[src/lut_cfg.svh]
`ifndef LUT_CFG_SVH
`define LUT_CFG_SVH

// Width of one table entry
`define LUT_DATA_W 32

// Bus and RAM word width
// Must hold a power-of-two number of entries, at least two
`define LUT_BUS_W 64

// RAM word address width
// In ping-pong mode the top bit picks the bank
`define LUT_RAM_AW 9

// External byte address width
`define LUT_EXT_AW 32

// Burst length field, beats minus one
`define LUT_LEN_W 8

`endif

[src/lut_pkg.sv]
`include "lut_cfg.svh"

package lut_pkg;

   // One table entry as seen on in0/out0
   typedef logic [`LUT_DATA_W-1:0] data_t;

   // One bus beat, which is also one RAM word
   typedef logic [`LUT_BUS_W-1:0] word_t;

   // RAM word address, also used for the generator settings
   typedef logic [`LUT_RAM_AW-1:0] ram_addr_t;

   // External byte address
   typedef logic [`LUT_EXT_AW-1:0] ext_addr_t;

   // Burst length minus one
   typedef logic [`LUT_LEN_W-1:0] len_t;

   // Address generator FSM
   typedef enum logic [1:0] {
      GEN_IDLE,
      GEN_ACTIVE,
      GEN_FINISH
   } gen_state_t;

endpackage

[src/lut_addr_gen.sv]
`include "lut_cfg.svh"

module lut_addr_gen (
   input  logic               clk,
   input  logic               rst,
   input  logic               start,
   input  lut_pkg::ram_addr_t iterations,
   input  lut_pkg::ram_addr_t period,
   input  lut_pkg::ram_addr_t duty,
   input  lut_pkg::ram_addr_t shift,
   input  lut_pkg::ram_addr_t incr,
   input  logic               next,
   output logic               ready,
   output lut_pkg::ram_addr_t addr,
   output logic               done
);

   lut_pkg::gen_state_t state;
   lut_pkg::ram_addr_t  iter_cnt;
   lut_pkg::ram_addr_t  per_cnt;
   logic                active;
   logic                step;
   logic                per_end;
   logic                last_iter;

   assign active = (state == lut_pkg::GEN_ACTIVE);

   // Only the first duty steps of a period are offered to the consumer
   assign ready = active && (per_cnt < duty);

   // Inside the duty window a step waits for next,
   // outside it the counters move on by themselves
   assign step = active && (ready ? next : 1'b1);

   assign per_end   = (per_cnt == period - 1'b1);
   assign last_iter = (iter_cnt == iterations - 1'b1);

   assign done = (state == lut_pkg::GEN_FINISH);

   always_ff @(posedge clk or posedge rst) begin
      if (rst) begin
         state    <= lut_pkg::GEN_IDLE;
         iter_cnt <= '0;
         per_cnt  <= '0;
         addr     <= '0;
      end else if (start) begin
         iter_cnt <= '0;
         per_cnt  <= '0;
         addr     <= '0;
         // Empty loop nest has nothing to generate
         if (iterations == '0 || period == '0) begin
            state <= lut_pkg::GEN_FINISH;
         end else begin
            state <= lut_pkg::GEN_ACTIVE;
         end
      end else if (step) begin
         if (per_end) begin
            // Period wrap, the shift comes on top of the normal increment
            per_cnt  <= '0;
            addr     <= addr + incr + shift;
            iter_cnt <= iter_cnt + 1'b1;
            if (last_iter) begin
               state <= lut_pkg::GEN_FINISH;
            end
         end else begin
            per_cnt <= per_cnt + 1'b1;
            addr    <= addr + incr;
         end
      end
   end

endmodule

[src/lut_mem_writer.sv]
`include "lut_cfg.svh"

module lut_mem_writer (
   input  logic               clk,
   input  logic               rst,
   input  logic               gen_valid,
   input  logic               gen_ready,
   input  lut_pkg::ram_addr_t gen_addr,
   output logic               next,
   input  logic               beat_valid,
   output logic               beat_ready,
   input  lut_pkg::word_t     beat_data,
   output logic               wr_en,
   output lut_pkg::ram_addr_t wr_addr,
   output lut_pkg::word_t     wr_data
);

   // Ask the bus for a word only while a target address is on offer
   assign beat_ready = gen_valid && gen_ready;

   // A transferred beat uses up the current address
   assign next = beat_ready && beat_valid;

   // Write stage, one RAM write per transferred beat
   always_ff @(posedge clk or posedge rst) begin
      if (rst) begin
         wr_en <= 1'b0;
      end else begin
         wr_en <= next;
      end
   end

   always_ff @(posedge clk) begin
      if (next) begin
         wr_addr <= gen_addr;
         wr_data <= beat_data;
      end
   end

endmodule

[src/lut_read.sv]
`include "lut_cfg.svh"

module lut_read (
   input  logic               clk,
   input  logic               rst,
   input  logic               run,
   input  logic               running,
   input  logic               disabled,
   input  logic               pingpong,
   input  lut_pkg::ext_addr_t ext_addr,
   input  lut_pkg::len_t      length,
   input  lut_pkg::ram_addr_t iter,
   input  lut_pkg::ram_addr_t per,
   input  lut_pkg::ram_addr_t duty,
   input  lut_pkg::ram_addr_t shift,
   input  lut_pkg::ram_addr_t incr,
   input  lut_pkg::data_t     in0,
   output lut_pkg::data_t     out0,
   output logic               done,
   output logic               databus_valid,
   input  logic               databus_ready,
   output lut_pkg::ext_addr_t databus_addr,
   output lut_pkg::len_t      databus_len,
   input  lut_pkg::word_t     databus_rdata,
   input  logic               databus_last,
   output lut_pkg::ram_addr_t rd_addr,
   input  lut_pkg::word_t     rd_data,
   output logic               wr_en,
   output lut_pkg::ram_addr_t wr_addr,
   output lut_pkg::word_t     wr_data
);

   localparam int LANES  = `LUT_BUS_W / `LUT_DATA_W;
   localparam int LANE_W = $clog2(LANES);
   localparam int TOP    = `LUT_RAM_AW - 1;

   logic               load_start;
   logic               last_beat;
   logic               bank;
   logic               gen_valid;
   logic               gen_ready;
   logic               gen_next;
   logic               gen_done;
   lut_pkg::ram_addr_t gen_addr;
   lut_pkg::ram_addr_t wr_addr_raw;
   lut_pkg::ram_addr_t rd_addr_d;
   logic [LANE_W-1:0]  sel_0;
   logic [LANE_W-1:0]  sel_1;

   assign load_start = run && !disabled;
   assign last_beat  = databus_valid && databus_ready && databus_last;
   assign databus_len = length;

   // Load status
   always_ff @(posedge clk or posedge rst) begin
      if (rst) begin
         done <= 1'b1;
      end else if (load_start) begin
         done <= 1'b0;
      end else if (last_beat) begin
         done <= 1'b1;
      end
   end

   always_ff @(posedge clk or posedge rst) begin
      if (rst) begin
         databus_addr <= '0;
      end else if (load_start) begin
         databus_addr <= ext_addr;
      end
   end

   // Bus request window, also closed if the generator runs dry
   always_ff @(posedge clk or posedge rst) begin
      if (rst) begin
         gen_valid <= 1'b0;
      end else if (run) begin
         gen_valid <= !disabled;
      end else if (running && last_beat) begin
         gen_valid <= 1'b0;
      end else if (gen_done) begin
         gen_valid <= 1'b0;
      end
   end

   // Bank written by the current load; reads use the other one
   always_ff @(posedge clk or posedge rst) begin
      if (rst) begin
         bank <= 1'b0;
      end else if (run) begin
         bank <= pingpong ? !bank : 1'b0;
      end
   end

   lut_addr_gen i_addr_gen (
      .clk        (clk),
      .rst        (rst),
      .start      (load_start),
      .iterations (iter),
      .period     (per),
      .duty       (duty),
      .shift      (shift),
      .incr       (incr),
      .next       (gen_next),
      .ready      (gen_ready),
      .addr       (gen_addr),
      .done       (gen_done)
   );

   lut_mem_writer i_writer (
      .clk        (clk),
      .rst        (rst),
      .gen_valid  (gen_valid),
      .gen_ready  (gen_ready),
      .gen_addr   (gen_addr),
      .next       (gen_next),
      .beat_valid (databus_ready),
      .beat_ready (databus_valid),
      .beat_data  (databus_rdata),
      .wr_en      (wr_en),
      .wr_addr    (wr_addr_raw),
      .wr_data    (wr_data)
   );

   always_comb begin
      wr_addr = wr_addr_raw;
      if (pingpong) begin
         wr_addr[TOP] = bank ^ wr_addr_raw[TOP];
      end
   end

   // Word address is the index above the lane bits
   always_comb begin
      rd_addr_d = in0[LANE_W +: `LUT_RAM_AW];
      if (pingpong) begin
         rd_addr_d[TOP] = !bank;
      end
   end

   // Lookup pipe: address and lane, then lane follows the RAM read
   always_ff @(posedge clk or posedge rst) begin
      if (rst) begin
         rd_addr <= '0;
         sel_0   <= '0;
         sel_1   <= '0;
      end else begin
         rd_addr <= rd_addr_d;
         sel_0   <= in0[LANE_W-1:0];
         sel_1   <= sel_0;
      end
   end

   assign out0 = rd_data[sel_1 * `LUT_DATA_W +: `LUT_DATA_W];

endmodule

[config.mk]
export PLATFORM = sky130hd
export DESIGN_NAME = lut_read
export DESIGN_NICKNAME = d
export VERILOG_FILES = /design/src/lut_pkg.sv /design/src/lut_addr_gen.sv /design/src/lut_mem_writer.sv /design/src/lut_read.sv
export VERILOG_INCLUDE_DIRS = /design/src
export SDC_FILE = /design/constraint.sdc
export NUM_CORES = 1
export LEC_CHECK = 0
export ABC_AREA = 1
export BUFFER_PORTS_ARGS = -buffer_cell sky130_fd_sc_hd__buf_2
export CAP_MARGIN = 10
export CORE_AREA = 5 5 157 159
export DETAILED_ROUTE_END_ITERATION = 8
export DIE_AREA = 0 0 162 164
export PLACE_DENSITY = 0.68
export SYNTH_ARGS = -nofsm -noshare
export SYNTH_HDL_FRONTEND = slang
export SYNTH_SLANG_ARGS = --single-unit
[constraint.sdc]
create_clock -name clk -period 12.7 [get_ports clk]
set_input_delay 1.27 -clock clk [delete_from_list [all_inputs] [get_ports clk]]
set_output_delay 1.27 -clock clk [all_outputs]
set_load 0.02 [all_outputs]
==> key figures <==
Pwr
  – Switching Fraction: 0.359
  – P_sw: 0.590 mW
  – Cell Int Power: 1.05 mW
  – Seq pwr share: 0.376
  – Pleak: 5.22 nW
  – Combinational Power Share: 0.318
  – Clk network pwr share: 0.306
  – Worst VDD drop: 0.000113 V
  – Cell Pwr Density: 161 nW/um^2

Placement
  – Detailed Place HPWL: 19700 um
  – Port Buf Inserts: 371
  – Placer Congestion: 0.878

Timing
  – Worst-margin pin slew: 0.966 ns
  – Finish-stage setup viols: 0
  – Slew Limit Fails: 0
  – Hold Slack: 0.349 ns
  – TNS Setup: 0 ns
  – Skew final: 0.0175 ns
  – Final Hold Vio Count: 0
  – FMAX: 254 MHz
  – Tmin final: 3.93 ns
  – Period utilisation layout: 0.309
  – Slew headroom: 0.355
  – RSZ-0062 raised after global routing: false

Yosys
  – Ys async rst share: 0.510
  – Synthesis Warnings: 0
  – Register area share after synthesis: 0.543
  – Area contributors post-synth: edfxtp_1 (29%), dfrtp_1 (25%), nand2_1 (12%)
  – Largest area contributor in the netlist: edfxtp_1
  – Synth Register Bits: 149
  – Syn avg cell area: 9.60 sq um
  – Gate Count Post-Synth: 786
  – Synthesized net count: 1069
  – Count of different cell masters after synthesis: 39
  – Top cell type's share of synthesized area: 0.291
  – Post-Syn Area: 7540 sq um
  – Post-synth EDFFs: 73
  – Top_reg_cell synth: dfrtp_1

Clock network
  – Root Driver: clkbuf_16
  – TritonCTS clock tree: yes
  – Number of buffers created by CTS: 17
  – Hold-fix buffers, CTS: 0
  – CTS Buffer Depth: 2
  – H-tree Lvls: 4
  – Worst-skew pair later-pin latency: 0.42 ns
  – Register clock-pin slew on the reported worst setup and hold paths: 0.07 ns
  – CTS resizes: 0
  – Post-CTS Setup Bufs: 0
  – TritonCTS Sinks: 149

Critical path
  – Reg2reg setup slack: 9.28 ns
  – Crit Path Class: in -> reg
  – WP data required: 12.96 ns
  – Cells on worst reg2reg path: 12
  – Critical Path AT: 4.19 ns
  – Worst setup SP type: primary input
  – FF-to-FF End: gen_valid
  – FF-to-FF Start: i_addr_gen.per_cnt[3]
  – Nature of the critical path endpoint: flip-flop
  – Critical path fanouts, max: 66

GRT
  – Initial antenna violation count: 8
  – GRT overflow: 0
  – Gr usage total: 0.175
  – Largest net degree at the start of global routing: 67
  – First-pass GRT wire length: 35700 um
  – Vias in the first global route: 6483

Layout
  – Most common cell after layout, fill and taps aside: buf_2
  – Layout cells sized above 1: 0.402
  – Net count of the finished layout: 1431
  – Area delta synth->final: 35.8%
  – Commonest cells after routing, fill and taps aside: buf_2 (371), nand2_1 (243), inv_1 (82), dfrtp_1 (75), edfxtp_1 (73)
  – Fillers: 2259

Min path
  – Hold Crit Class: reg -> reg
  – Worst hold endpoint: sel_1
  – Hold_sp: sel_0
  – Min-Delay Path Depth: 0

Floorplanning
  – Die extent in y: 164 um
  – Initial core utilization: 0.326
  – Die width: 162 um
  – Die area: 26600 sq um
  – Ports: 410
  – # rows: 56
  – Core area: 23100 sq um

Run status
  – Status: complete, no violations

Detailed routing
  – Drc violations: 0
  – WL/cell: 16.8 um
  – Initial detailed-routing violation count: 253
  – Vias per Instance: 4.49
  – 1st-pass router iterations: 6
  – Vias after detailed routing: 6552
  – Antenna Nets Post-Route: 0
  – Final wirelength: 24600 um

Flow run
  – Max_cap viols: 0
-- Yosys cell counts, types with 2 or more instances --
cell,n
clkbuf_1,10
edfxtp_1,73
buf_1,3
xor2_1,17
or2_2,4
mux2_2,32
nor2_1,39
nand4_1,11
o21ai_2,8
dfrtp_1,75
buf_4,16
inv_1,83
a21oi_1,18
nor3_1,4
fa_1,2
nor2_4,2
buf_2,2
o21ai_1,5
clkinv_1,2
and3_1,2
nand2_1,243
nand3_1,53
nand2_8,2
nand2_2,3
ha_1,28
xnor2_1,12
o211ai_1,3
nor2_2,4
o21ai_0,20
-- metal layers --
layer  wire (um)  track usage  vias to the layer above
met2       12900        0.317                      211
li1            -            -                     3301
met5          25            0                        -
met4         863       0.0846                        4
met1        9230        0.191                     3002
met3        1580       0.0447                       34
-- worst max path at each step --
stage                           end  startpoint
after floorplan           gen_valid     duty[8]
after global placement    gen_valid     duty[3]
after global routing      gen_valid     duty[3]
after detailed placement  gen_valid     duty[3]
after CTS                 gen_valid     duty[3]
final                     gen_valid     duty[3]
-- state kept, by name, indices dropped and copies added, names as in the netlist, 2 cells and up --
register	flops
i_addr_gen.state	2
i_addr_gen.addr	9
databus_addr	32
i_addr_gen.per_cnt	9
rd_addr	9
i_addr_gen.iter_cnt	9
i_writer.wr_addr	9
i_writer.wr_data	64
-- through the flow --
stage	instances	total power [mW]	utilization	setup slack [ns]	instance area, sq um
detailed placement	1418	1.15	0.415	8.20	9600
global placement	1418	1.14	0.415	8.26	9600
CTS	1450	1.67	0.441	8.66	10200
floorplan	786	0.999	-	4.92	7540
global route	1456	1.76	0.443	8.41	10200
finish	1458	1.64	0.443	8.77	10200
-- critical path: stages --
cell and delay [ns]:
buf_2 0.07, inv_1 0.03, ha_1 0.29, nand2_1 0.07, nand2_1 0.05, a21oi_1 0.12
nand2_1 0.12, nand2_1 0.11, nand2_1 0.08, nor3_2 0.68, buf_4 0.81, nand2_1 0.22
nor2_1 0.15, o21ai_0 0.09
-- power groups by stage --
stage	registers (mW)	clock network (mW)	logic (mW)
after floorplan	0.663	0	0.336
after global placement	0.627	0	0.517
after detailed placement	0.628	0	0.526
after CTS	0.619	0.521	0.528
after global routing	0.626	0.540	0.593
final	0.618	0.504	0.523
-- area by class of cell --
type,instances,area [sq um],area share
antenna,7,17.5,0.00171
clock buffer,18,429,0.0419
clock inverter,14,160,0.0156
inverter,86,324,0.0317
multi-input combinational,519,2940,0.287
sequential,149,4100,0.400
tap,290,363,0.0354
timing repair buffer,375,1910,0.186
-- cells by family (layout without fill, tap and decap cells) --
| kind of cell | count (synthesis) | count (layout) | share of synthesized area |
|---|---|---|---|
| multiplexers | 32 | 32 | 0.0478 |
| AND/OR/NAND/NOR | 370 | 370 | 0.211 |
| AO/OA/AOI/OAI | 58 | 58 | 0.0448 |
| buffers and inverters | 118 | 493 | 0.0685 |
| XOR/XNOR | 29 | 29 | 0.0337 |
| adder cells (fa/ha/maj) | 30 | 30 | 0.0518 |
| flip-flops | 149 | 149 | 0.543 |
| other | 0 | 7 | 0 |
Note: power is estimated with default switching activity, not from simulation.
